===== src/rtl/backendPkg.sv =====
package backendPkg;

    localparam int archRegs = 32;
    localparam int physRegs = 48;
    localparam int robSize = 16;
    localparam int freeSize = physRegs - archRegs;

    typedef logic [$clog2(physRegs)-1:0] PhysIdx;
    typedef logic [$clog2(robSize)-1:0] RobIdx;
    typedef logic [$clog2(archRegs)-1:0] ArchIdx;
    typedef logic [$clog2(robSize):0] RobCount;
    typedef logic [$clog2(freeSize)-1:0] FreePtr;
    typedef logic [$clog2(freeSize):0] FreeCount;

    // major opcodes of the supported RV32I subset.
    typedef enum logic [6:0] {
        opReg = 7'b0110011,
        opImm = 7'b0010011,
        opLui = 7'b0110111
    } Opcode;

    typedef enum logic [2:0] {
        aluAdd,
        aluSub,
        aluAnd,
        aluOr,
        aluXor,
        aluSlt,
        aluPass
    } AluOp;

    typedef struct packed {
        logic valid;
        AluOp aluOp;
        ArchIdx rd;
        ArchIdx rs1;
        ArchIdx rs2;
        logic useImm;
        logic [31:0] imm;
        logic writes;
    } DecodedOp;

    typedef struct packed {
        logic valid;
        AluOp aluOp;
        logic useImm;
        logic [31:0] imm;
        logic writes;
        PhysIdx prd;
        PhysIdx prs1;
        PhysIdx prs2;
        RobIdx robIdx;
    } RenamedOp;

    typedef struct packed {
        logic valid;
        AluOp aluOp;
        logic [31:0] a;
        logic [31:0] b;
        PhysIdx prd;
        logic writes;
        RobIdx robIdx;
    } ExecOp;

    typedef struct packed {
        logic valid;
        PhysIdx prd;
        logic writes;
        RobIdx robIdx;
        logic [31:0] data;
    } WriteBack;

    typedef struct packed {
        logic valid;
        ArchIdx archRd;
        logic writes;
        PhysIdx prd;
        PhysIdx oldPrd;
    } RobAlloc;

    typedef struct packed {
        logic valid;
        ArchIdx archRd;
        logic writes;
        logic [31:0] data;
    } CommitBus;

endpackage


===== src/rtl/rename.sv =====
`timescale 1ns/100ps

module rename import backendPkg::*; (
    input logic clk,
    input logic reset,
    input DecodedOp decoded,
    input logic issueStall,
    input RobIdx robIdx,
    input logic robFull,
    input logic retireValid,
    input PhysIdx retireOldPrd,
    output RenamedOp renamed,
    output RobAlloc alloc,
    output logic renameStall
);
    PhysIdx aliasTable [archRegs];
    PhysIdx freeList [freeSize];
    FreePtr freeHead;
    FreePtr freeTail;
    FreeCount freeCount;
    RenamedOp nextOp;
    PhysIdx newPrd;
    logic holdOut;
    logic fire;
    logic takeReg;

    assign holdOut = renamed.valid && issueStall;
    assign renameStall = holdOut || robFull
        || (decoded.valid && decoded.writes && (freeCount == '0));
    assign fire = decoded.valid && !renameStall;
    assign takeReg = fire && decoded.writes;

    // non-writing ops park on p0, which never goes busy.
    assign newPrd = decoded.writes ? freeList[freeHead] : '0;

    always_comb begin
        nextOp.valid = fire;
        nextOp.aluOp = decoded.aluOp;
        nextOp.useImm = decoded.useImm;
        nextOp.imm = decoded.imm;
        nextOp.writes = decoded.writes;
        nextOp.prd = newPrd;
        nextOp.prs1 = aliasTable[decoded.rs1];
        nextOp.prs2 = aliasTable[decoded.rs2];
        nextOp.robIdx = robIdx;
    end

    always_comb begin
        alloc.valid = fire;
        alloc.archRd = decoded.rd;
        alloc.writes = decoded.writes;
        alloc.prd = newPrd;
        alloc.oldPrd = aliasTable[decoded.rd];
    end

    always_ff @(posedge clk) begin
        if (reset) begin
            for (int i = 0; i < archRegs; i++) begin
                aliasTable[i] <= PhysIdx'(i);
            end
            for (int i = 0; i < freeSize; i++) begin
                freeList[i] <= PhysIdx'(archRegs + i);
            end
            freeHead <= '0;
            freeTail <= '0;
            freeCount <= FreeCount'(freeSize);
        end else begin
            if (takeReg) begin
                aliasTable[decoded.rd] <= freeList[freeHead];
                freeHead <= freeHead + 1'b1;
            end
            // the retiring op's previous mapping has no readers left.
            if (retireValid) begin
                freeList[freeTail] <= retireOldPrd;
                freeTail <= freeTail + 1'b1;
            end
            freeCount <= freeCount + FreeCount'(retireValid) - FreeCount'(takeReg);
        end
    end

    always_ff @(posedge clk) begin
        if (!holdOut) begin
            renamed <= nextOp;
        end
        if (reset) begin
            renamed.valid <= 1'b0;
        end
    end

endmodule


===== config.mk =====
export PLATFORM = sky130hd
export DESIGN_NAME = rename
export DESIGN_NICKNAME = d
export VERILOG_FILES = /design/src/rtl/backendPkg.sv /design/src/rtl/rename.sv
export SDC_FILE = /design/constraint.sdc
export NUM_CORES = 1
export LEC_CHECK = 0
export ABC_AREA = 0
export BUFFER_PORTS_ARGS = -buffer_cell sky130_fd_sc_hd__buf_2
export CORE_UTILIZATION = 30
export CTS_BUF_LIST = sky130_fd_sc_hd__clkbuf_4 sky130_fd_sc_hd__clkbuf_8 sky130_fd_sc_hd__clkbuf_16
export CTS_CLUSTER_SIZE = 14
export DETAILED_ROUTE_END_ITERATION = 10
export GPL_ROUTABILITY_DRIVEN = 0
export SLEW_MARGIN = 20
export SYNTH_ARGS = -nofsm -noshare
export SYNTH_HDL_FRONTEND = slang
export SYNTH_SLANG_ARGS = --single-unit

===== constraint.sdc =====
create_clock -name clk -period 9.3 [get_ports clk]
set_clock_uncertainty 0.15 [all_clocks]
set_input_delay 2.79 -clock clk [delete_from_list [all_inputs] [get_ports clk]]
set_output_delay 2.79 -clock clk [all_outputs]
set_load 0.02 [all_outputs]

# --- Word-level counts from Yosys, hierarchy flattened ---
# Memory sizes are Yosys's and may differ from the RTL's. A register that Yosys moved wholly into a read port is not among the register bits.
# Cells that the tools add are included.
totals:
  register_bits: 61
  mem_bits_rw: 288
  in_bits: 68
  output_inout_bits: 80
  wordCells: 46
  memories: 2
memory_table:
  columns: ["name", "depth", "word_bits", "rd", "rd_ports_with_merged_regs", "write_ports", "line_no", "rtl"]
  rows:
  - ["aliasTable", 32, 6, 3, 2, 32, "rename.sv:16", "PhysIdx aliasTable [archRegs];"]
  - ["freeList", 16, 6, 1, 1, 16, "rename.sv:17", "PhysIdx freeList [freeSize];"]
classes:
  n_addsub: 4
  muxes: 17
  reduce_logical: 13
op_table:
  columns: ["op", "n"]
  rows:
  - ["6-bit 2-to-1 mux", 3]
  - ["4-bit 2-to-1 mux", 3]
  - ["6-bit OR reduction", 2]
  - ["1-bit 2-to-1 mux", 10]
  - ["4-bit by 1-bit adder with 4-bit output, second input constant", 2]
  - ["5-bit by 1-bit adder with 5-bit output", 1]
  - ["1-bit logical AND", 5]
  - ["5-bit logical NOT", 1]
  - ["5-bit 2-to-1 mux", 1]
  - ["5-bit by 1-bit subtractor with 5-bit output", 1]
  - ["1-bit logical NOT", 3]
  - ["1-bit logical OR", 2]

# --- Logic depth before layout (Yosys ltp) ---
# Gate-level depths: netlist of the first run.
depth:
  depth_word: 11
  ltp_mapped: 14
  depth_no_buf: 13

# --- Least setup slack after synthesis of the first run ---
# No wires, ideal clock.
synth_path:
  kind: "in2out"
  startpoint: "input port decoded[44] (netlist name)"
  endpoint: "output port alloc[2] (netlist name)"
  arrival_ns: 4.280
  required_time_ns: 6.360
  setup_slack_ns: 2.080
  stages: 5
  path_buffers: 2
  path_cell_list: "buf_2 -> buf_2 -> mux4_2 -> a221oi_1 -> nand3_1"
synth_rtl:
  columns: ["item", "line_no", "rtl"]
  rows:
  - ["start, declared", "rename.sv:6", "input DecodedOp decoded,"]
  - ["end, declared", "rename.sv:13", "output RobAlloc alloc,"]

==> flow_summary.ini, run 1 <==
[status]
status = complete, no violations

[yosys]
post_synth_inst_count = 1343
ys_seq_area_share_pct = 57.0
synthesis.area_um2 = 18900
nets_in_the_synthesized_netlist = 1423
post-synth-top-area-cell = edfxtp_1
synthFlopType = edfxtp_1
post_synth.cell_area_avg_um2 = 14.1
async_reset_ff_share_pct = 0
synth_top_cell_area_share_pct = 55.1
synth_seq_cells = 365
synth.yosys.warnings = 0
synth_enable_flop_cells = 347
yosys.cell_types.count = 52
synthTopCellsByArea = edfxtp_1 55%, mux4_2 18%, nand2_1 2.8%

[placement]
dp_hpwl_um = 40100
io_buffers = 147

[timing]
finalCritPeriodShare_pct = 86.8
finalSetupViolCount = 0
setup_repair_after_global_routing_missed_its_margin = false
clock.fmax_mhz = 124
hold_violations = 0
tightest_slew_ns = 0.934
timing.slew.headroom_pct = 37.7
shortest_period_the_worst_path_allows_ns = 8.07
setup_tns_ns = 0
timing.final.max_slew_violations = 0

[drt]
postRouteAntennaNets = 0
detail_route.drc_violations = 0
detail_route.first_pass.iterations = 5
via_count = 12595
wl_um = 56500
vias_per_cell = 5.47
detail_route.iter0.violations = 1538
wire_per_inst_um = 24.5

[worst_setup_path]
worst_path_max_delay_cell = nor2b_1
setup_crit_start_kind = input pin
timing.critical_path.arrival_ns = 5.13
worst_path_largest_cell_delay_ns = 0.60
critical_path.cell_chain = buf_2, buf_4, nor2b_1, a22oi_1, nand3_1, nand4_1, buf_2
worst_path_most_repeated_cell = buf_2
timing_worst_setup_path_type = input pin to output pin
worst_ep_required_time_ns = 6.36
path_max_fanout = 21
setup.worst_path.end_class = output pin
critPathBufInv = 3
path_delay_family = buffers and inverters

[cells_and_area]
fin_nets = 1518
layout.core_utilization_pct = 34.7
n_fill_cell = 6035
area_growth_pct = 13.7
final_layout_size_suffix_gt1_share_pct = 30.4

[global_routing]
track_usage_pct = 17.8
antenna_violations_before_repair = 2
overflow = 0
number_of_global_route_vias_before_repair = 12691
grt_start_max_net_pins = 64
grt_first_pass_wirelength_um = 84100

[die]
initial_core_util_pct = 30.5
num_rows = 91
fp.dieArea_um2 = 64100
design.core.area_um2 = 62100
die_width_um = 253
die_h_um = 253
pin_count = 148

[clocking]
postCtsHoldBufs = 0
root_buffer = clkbuf_16
cts_tree = yes
clock_path_buffers = 3
cts_inserted_buffers = 41
insertion_delay_ns = 0.60
clkSlewWorstSetupHoldPaths_ns = 0.06
htreeDepth = 2
resize_count_post_cts = 0
postCtsSetupBuffers = 0
tritoncts_num_sinks = 365

[power_and_ir_drop]
power.share.clock_pct = 39.0
largest_voltage_drop_on_the_vdd_net_mv = 0.114
internal-power_uw = 2880
static-leakage-power_uw = 0.00716
power.share.combinational_pct = 12.3
power_switching_share_pct = 26.3
power.net_switching_uw = 1030
power_per_cell_area_nw_per_um2 = 181
sequentialPowerShare_pct = 48.8

[min_path]
min-delay-path-class = register to register

[job]
max_cap_viol_count = 0
cell usage after synthesis, drive strengths merged, types with 5 or more instances:
cell	count
dfxtp	18
a21oi	6
buf	56
nand2b	16
nor2	137
or2	49
o22ai	48
a22o	6
or3	18
edfxtp	347
nor2b	12
ha	11
nand3b	6
and2	5
mux4	150
nand2	140
nand4	9
mux2i	38
xor2	5
nand3	31
a221oi	7
clkbuf	62
and3	66
inv	12
nor4	14
a22oi	28
nor3	17
worst paths after layout:
path / slack, ns / to / startpoint / cells after the start
worst min-delay path: 0.41 / register / freeHead[2] / 2
worst max-delay path: 1.23 / alloc[1] / decoded[44] / 7
worst max register to register: 6.22 / freeCount[4] / freeCount[2] / 13
worst min register to register: 0.41 / register / freeHead[2] / 2
metal layers:
layer  wire [µm]  share of wire (%)  global-route usage (%)
met1       22600                 40                    23.2
met4        1480                2.6                    5.61
met2       27200                 48                    29.3
met3        5170                9.1                    4.02
met5          31              0.055                       0
sequential cells by signal, summed over array words and instances, names as in the netlist, named ones only:
| signal | cells |
|---|---|
| aliasTable | 192 |
| freeList | 96 |
| renamed | 60 |
| freeCount | 5 |
| freeHead | 4 |
| freeTail | 4 |
power groups by stage:
| stage | combinational, µW | clock, µW | sequential (µW) |
|---|---|---|---|
| floorplan | 309 | 0 | 1950 |
| global placement | 469 | 0 | 1940 |
| detailed placement | 477 | 0 | 1940 |
| CTS | 478 | 1560 | 1900 |
| global route | 513 | 1610 | 1910 |
| finish | 479 | 1520 | 1900 |
worst reg2reg max path: stages (launching register included):
cell and delay, ns:
dfxtp_1 0.31, inv_1 0.08, ha_1 0.15, or4b_1 0.55
and3_1 0.25, ha_1 0.28, inv_1 0.06, ha_1 0.15
inv_1 0.06, fa_1 0.41, nor2b_1 0.17, o21bai_1 0.10
a21oi_1 0.14, o21ai_0 0.09
cell usage in the layout (no fill, tap or decap), types with 11 or more instances in the layout:
| master | count |
|---|---|
| a22oi_1 | 28 |
| and3_1 | 66 |
| buf_2 | 146 |
| buf_4 | 24 |
| clkbuf_16 | 41 |
| dfxtp_1 | 17 |
| edfxtp_1 | 347 |
| ha_1 | 11 |
| inv_1 | 11 |
| mux2i_1 | 38 |
| mux4_2 | 150 |
| nand2_1 | 140 |
| nand2b_1 | 16 |
| nand3_1 | 31 |
| nor2_1 | 137 |
| nor2b_1 | 12 |
| nor3_1 | 17 |
| nor4_1 | 13 |
| o22ai_1 | 48 |
| or2_2 | 48 |
| or3_1 | 18 |
stage by stage:
step | hold WS, ns | std cells | worst slack (ns) | cell area (µm²) | power, µW
after floorplan | 0.335 | 1343 | 2.08 | 18900 | 2260
after global placement | 0.363 | 2232 | 1.30 | 20300 | 2400
after detailed placement | 0.401 | 2232 | 1.25 | 20300 | 2410
after CTS | 0.416 | 2301 | 1.25 | 21500 | 3940
after global routing | 0.437 | 2301 | 1.01 | 21500 | 4030
final | 0.415 | 2302 | 1.23 | 21500 | 3900
cells by family after synthesis:
logic type,count (synthesis),synth area share [%]
buffers and inverters,131,3.62
xor gates and xnor gates,8,0.370
muxes,188,19.9
adders and majority gates,12,0.833
DFF,365,57.0
and+or+nand+nor,535,14.0
AOI/OAI and AO/OA,104,4.37
area by class of cell:
cell class | count | area (µm²) | share of cell area (%)
inverter | 13 | 48.8 | 0.227
tap | 837 | 1050 | 4.87
multi-input combinational | 847 | 7480 | 34.8
timing repair buffer | 170 | 911 | 4.24
clock buffer | 50 | 1090 | 5.08
sequential | 365 | 10800 | 50.1
clock inverter | 19 | 143 | 0.663
antenna | 1 | 2.50 | 0.0116
(Power assumes the default switching activity.)
==> inputs of run 2 (changes only) <==
ABC_AREA = 1   (was 0)
==> run 2 against run 1 <==
Core utilization down 0.13 points. Global-route usage up 0.64 points. Largest cell class unchanged. Final area up 4.2%. Synthesized cell count up 89%. Critical endpoint is now alloc[4]. Die area up 4.8%.
==> flow_summary.ini, run 2 <==
[cells_and_area]
largest_register_ffs = 192
antennaDiodeCount = 0
final_layout_size_suffix_gt1_share_pct = 9.71
multi_input_comb_area_um2 = 7760
mostFrequentLayoutCell = nand2_1
n_fill_cell = 6845
final_cell_mix = 1,167 x nand2_1, 381 x nand3_1, 347 x edfxtp_1
registers.top_by_ff_count = aliasTable
area_growth_pct = 13.0
biggestRegsByFlops = aliasTable x192, freeList x96, renamed x60
fin_nets = 2664
final-seq-area_um2 = 10800

[drt]
detail_route.iter0.violations = 2251
wl_um = 63100
detail_route.drc_violations = 0
detail_route.first_pass.iterations = 9
vias_per_cell = 5.04
via_count = 17481
postRouteAntennaNets = 0
wire_per_inst_um = 18.2

[worst_setup_path]
setup.worst_path.end_class = output pin
timing.critical_path.arrival_ns = 5.00
worst_ep_required_time_ns = 6.36
timing.reg2reg.setup_slack_ns = 6.06
timing.reg2reg.worst_path_depth = 10
reg_to_reg_critical_path_endpoint = aliasTable[18][1]
timing_worst_setup_path_type = input pin to output pin
path_max_fanout = 54
setup_crit_start_kind = input pin

[timing]
hold_violations = 0
finalSetupViolCount = 0
tightest_slew_ns = 1.21
timing.slew.headroom_pct = 19.5
timing.final.max_slew_violations = 0
clock.fmax_mhz = 126
setup_tns_ns = 0
shortest_period_the_worst_path_allows_ns = 7.94
setup_repair_after_global_routing_missed_its_margin = false
finalCritPeriodShare_pct = 85.3

[yosys]
yosys.cell_types.count = 25
synth.yosys.warnings = 0
synth_enable_flop_cells = 347
synth_simple_gate_area_share_pct = 37.7
area_fraction_in_compound_gates_after_synthesis_pct = 0.372
synth.mux.area_fraction_pct = 0
synth_top_family_by_area = simple AND/OR/NAND/NOR gates
synthMostInstantiatedCell = nand2_1
post-synth-top-area-cell = edfxtp_1
synthAdderAreaFrac_pct = 0.795
ys_seq_area_share_pct = 54.3
synthesis.area_um2 = 19800
synthTopCellsByArea = edfxtp_1 53%, nand2_1 22%, nand3_1 9.6%
nets_in_the_synthesized_netlist = 2613
synthTopCellsByCount = 1,168 x nand2_1, 381 x nand3_1, 347 x edfxtp_1
synthFlopType = edfxtp_1
xor_xnor_portion_of_the_synthesized_cell_area_pct = 0.132
post_synth.cell_area_avg_um2 = 7.83
post_synth_inst_count = 2533
async_reset_ff_share_pct = 0
synth_top_cell_area_share_pct = 52.5
synth_seq_cells = 365

[power_and_ir_drop]
sequentialPowerShare_pct = 46.3
power.share.combinational_pct = 13.7
fin_total_pwr_uw = 4090
internal-power_uw = 2960
largest_voltage_drop_on_the_vdd_net_mv = 0.143
static-leakage-power_uw = 0.00957
power.share.clock_pct = 40.0
power.net_switching_uw = 1140
power_switching_share_pct = 27.8
power_per_cell_area_nw_per_um2 = 183

[global_routing]
grt_first_pass_wirelength_um = 95300
overflow = 0
antenna_violations_before_repair = 1
grt_start_max_net_pins = 97
number_of_global_route_vias_before_repair = 15838
track_usage_pct = 18.4

[min_path]
hold_crit_depth = 2
min-delay-path-class = register to register
min_from = freeHead[1]
hold_path_end = freeHead[1]

[die]
fp.dieArea_um2 = 67200
num_rows = 93
die_width_um = 259
initial_core_util_pct = 30.6
die_h_um = 259
design.core.area_um2 = 64900
pin_count = 148

[clocking]
cts_tree = yes
resize_count_post_cts = 0
postCtsSetupBuffers = 0
clkSlewWorstSetupHoldPaths_ns = 0.06
root_buffer = clkbuf_16
tritoncts_num_sinks = 365
insertion_delay_ns = 0.58
htreeDepth = 2
cts_inserted_buffers = 42
postCtsHoldBufs = 0
clock_path_buffers = 3

[placement]
io_buffers = 147
dp_hpwl_um = 40700

[status]
status = complete, no violations

[job]
max_cap_viol_count = 0
run 2: metrics by stage:
step | cell area, µm² | hold WS [ns] | setup WS [ns] | utilization [%] | instances
2_1_floorplan | 19800 | 0.326 | 2.53 | - | 2533
3_3_place_gp | 21100 | 0.340 | 1.64 | 32.4 | 3395
3_5_place_dp | 21100 | 0.351 | 1.56 | 32.4 | 3395
4_1_cts | 22400 | 0.364 | 1.56 | 34.5 | 3471
5_1_grt | 22400 | 0.393 | 1.21 | 34.5 | 3471
6_report | 22400 | 0.362 | 1.36 | 34.5 | 3471
run 2: layout make-up:
class / instances / share of cell area, %
Timing Repair Buffer: 163 / 3.84
Inverter: 157 / 2.63
Clock inverter: 20 / 0.809
Tap cell: 855 / 4.77
Sequential cell: 365 / 48.1
Clock buffer: 56 / 5.24
Multi-Input combinational cell: 1855 / 34.6
run 2: how the worst max path moves through the flow:
stage                      from  endpoint  slack, ns  cells past startpoint
finish              decoded[45]  alloc[4]       1.36                     11
global route        decoded[45]  alloc[4]       1.21                     11
CTS                 decoded[45]  alloc[0]       1.56                     11
detailed placement  decoded[45]  alloc[0]       1.56                     11
global placement    decoded[45]  alloc[0]       1.64                     11
floorplan           decoded[44]  alloc[0]       2.53                      9
run 2: kinds of logic after synthesis:
kind of cell,count (synthesis)
simple gates,1826
flops,365
buf+inv,313
compound gates,14
fa+ha+maj,12
xor+xnor,3
run 2: power groups by stage:
stage	clock network (µW)	logic (µW)	registers, µW
2_1_floorplan	0	345	1950
3_3_place_gp	0	549	1930
3_5_place_dp	0	555	1930
4_1_cts	1670	557	1890
5_1_grt	1730	612	1900
6_report	1640	561	1890
run 2: routing by layer:
metal,vias to the layer above,track usage (%),share of wire [%]
li1,8313,-,-
met1,8195,24.5,41
met2,848,30.2,48
met3,125,3.10,8.5
met4,0,6.45,2.9
met5,-,0,0
run 2: worst max-delay path: stages:
cell and delay (ns):
buf_2 0.13, inv_1 0.08, nand2_1 0.14, clkinv_2 0.72, nand2_1 0.27, nand4_1 0.10
nand2_1 0.12, nand2_1 0.07, nor2_1 0.27, nand2_1 0.12, buf_2 0.17
==> inputs of run 3 (changes only) <==
MAX_ROUTING_LAYER = met4   (was unset)
SKIP_CTS_REPAIR_TIMING = 1   (was unset)
SKIP_LAST_GASP = 1   (was unset)
==> run 3 against run 2 <==
Power grew 0.11%. Die area is the same. Via count grew 0.18%. Non-clock buffer count is the same. Sequential share of layout area is essentially flat. Highest routed layer unchanged.
==> flow_summary.ini, run 3 (synthesized netlist as in run 2, its figures left out) <==
[status]
status = complete, no violations

[cells_and_area]
area_growth_pct = 13.0
fin_nets = 2664
registers.top_by_ff_count = aliasTable
final_layout_size_suffix_gt1_share_pct = 9.71
antennaDiodeCount = 0
finish.instance_area_um2 = 22400
biggestRegsByFlops = aliasTable x192, freeList x96, renamed x60
largest_register_ffs = 192
mostFrequentLayoutCell = nand2_1
layoutNonFillerInstCount = 3471
layout.core_utilization_pct = 34.5
final_cell_mix = 1,167 x nand2_1, 381 x nand3_1, 347 x edfxtp_1

[global_routing]
grt_start_max_net_pins = 97
number_of_global_route_vias_before_repair = 15806
grt_first_pass_wirelength_um = 95200
overflow = 0
track_usage_pct = 19.0
antenna_violations_before_repair = 1

[drt]
wire_per_inst_um = 18.2
vias_per_cell = 5.05
wl_um = 63100
postRouteAntennaNets = 0
via_count = 17513
detail_route.first_pass.iterations = 5
detail_route.iter0.violations = 2269
detail_route.drc_violations = 0

[timing]
finalSetupViolCount = 0
shortest_period_the_worst_path_allows_ns = 7.78
finalCritPeriodShare_pct = 83.6
setup_tns_ns = 0
timing.slew.headroom_pct = 19.0
tightest_slew_ns = 1.21
hold_violations = 0
setup_repair_after_global_routing_missed_its_margin = false
post-route-worst-setup-slack_ns = 1.52
timing.final.max_slew_violations = 0
clock.fmax_mhz = 129

[placement]
io_buffers = 147
placed_cells = 3395
postPlaceCellArea_um2 = 21100
post-place-ws_ns = 1.56
dp_hpwl_um = 40700

[power_and_ir_drop]
internal-power_uw = 2960
power.net_switching_uw = 1140
power_per_cell_area_nw_per_um2 = 183
power.share.clock_pct = 40.1
sequentialPowerShare_pct = 46.2
power.share.combinational_pct = 13.7
power_switching_share_pct = 27.9
largest_voltage_drop_on_the_vdd_net_mv = 0.143
static-leakage-power_uw = 0.00957

[worst_setup_path]
timing.critical_path.arrival_ns = 4.84
worst_path_most_repeated_cell = nand2_1
worst_ep_required_time_ns = 6.36
worst_path_max_delay_cell = inv_2
critical_path.cell_chain = buf_2, inv_1, nand2_1, inv_2, nand2_1, nand4_1, nand2_1, nand2_1, nor2_1, nand2_1, buf_2
setup.worst_path.end_class = output pin
setup_crit_start_kind = input pin
timing_worst_setup_path_type = input pin to output pin
path_max_fanout = 54
worst_path_largest_cell_delay_ns = 0.83

[clocking]
insertion_delay_ns = 0.58
root_buffer = clkbuf_16
cts_tree = yes
htreeDepth = 2
cts_inserted_buffers = 42
clkSlewWorstSetupHoldPaths_ns = 0.06
clock_path_buffers = 3
tritoncts_num_sinks = 365

[die]
design.core.area_um2 = 64900
fp.dieArea_um2 = 67200
pin_count = 148
num_rows = 93
die_width_um = 259
initial_core_util_pct = 30.6
die_h_um = 259

[min_path]
min-delay-path-class = register to register

[job]
max_cap_viol_count = 0
## run 3: per-stage QoR
stage,hold WS [ns],power [µW]
2_1_floorplan,0.326,2290
3_3_place_gp,0.340,2480
3_5_place_dp,0.351,2480
4_1_cts,0.364,4120
5_1_grt,0.393,4240
6_report,0.362,4100
## run 3: final cells by class
cell class                 instances  area (µm²)
timing repair buffer             163         861
clock buffer                      56        1170
inverter                         157         589
sequential                       365       10800
clock inverter                    20         181
multi-input combinational       1855        7760
fill                            6846       42500
tap                              855        1070
## run 3: path summary, 6_finish.rpt
| check | from | end | slack (ns) | depth (start not counted) |
|---|---|---|---|---|
| setup reg to reg | register | aliasTable[18][1] | 6.04 | 10 |
| hold / removal | freeHead[1] | freeHead[1] | 0.36 | 2 |
| hold reg to reg | freeHead[1] | freeHead[1] | 0.36 | 2 |
| setup / recovery | decoded[45] | alloc[3] | 1.52 | 11 |
## run 3: worst max-delay path: cells and delay by family
kind | cells | cell delay [ns]
buffers and inverters | 4 | 1.26
and+or+nand+nor | 7 | 0.77
## run 3: layer usage
layer | up-vias | global-route usage (%) | wire (µm)
li1 | 8309 | - | -
met1 | 8203 | 24.5 | 26000
met2 | 862 | 30.2 | 29800
met3 | 139 | 3.09 | 5420
met4 | 0 | 6.41 | 1900
met5 | - | - | 0
## run 3: power groups by stage
stage               clock [µW]  combinational, µW  sequential (µW)
floorplan                    0                345             1950
global placement             0                549             1930
detailed placement           0                555             1930
CTS                       1670                557             1890
global route              1730                611             1900
finish                    1640                561             1890
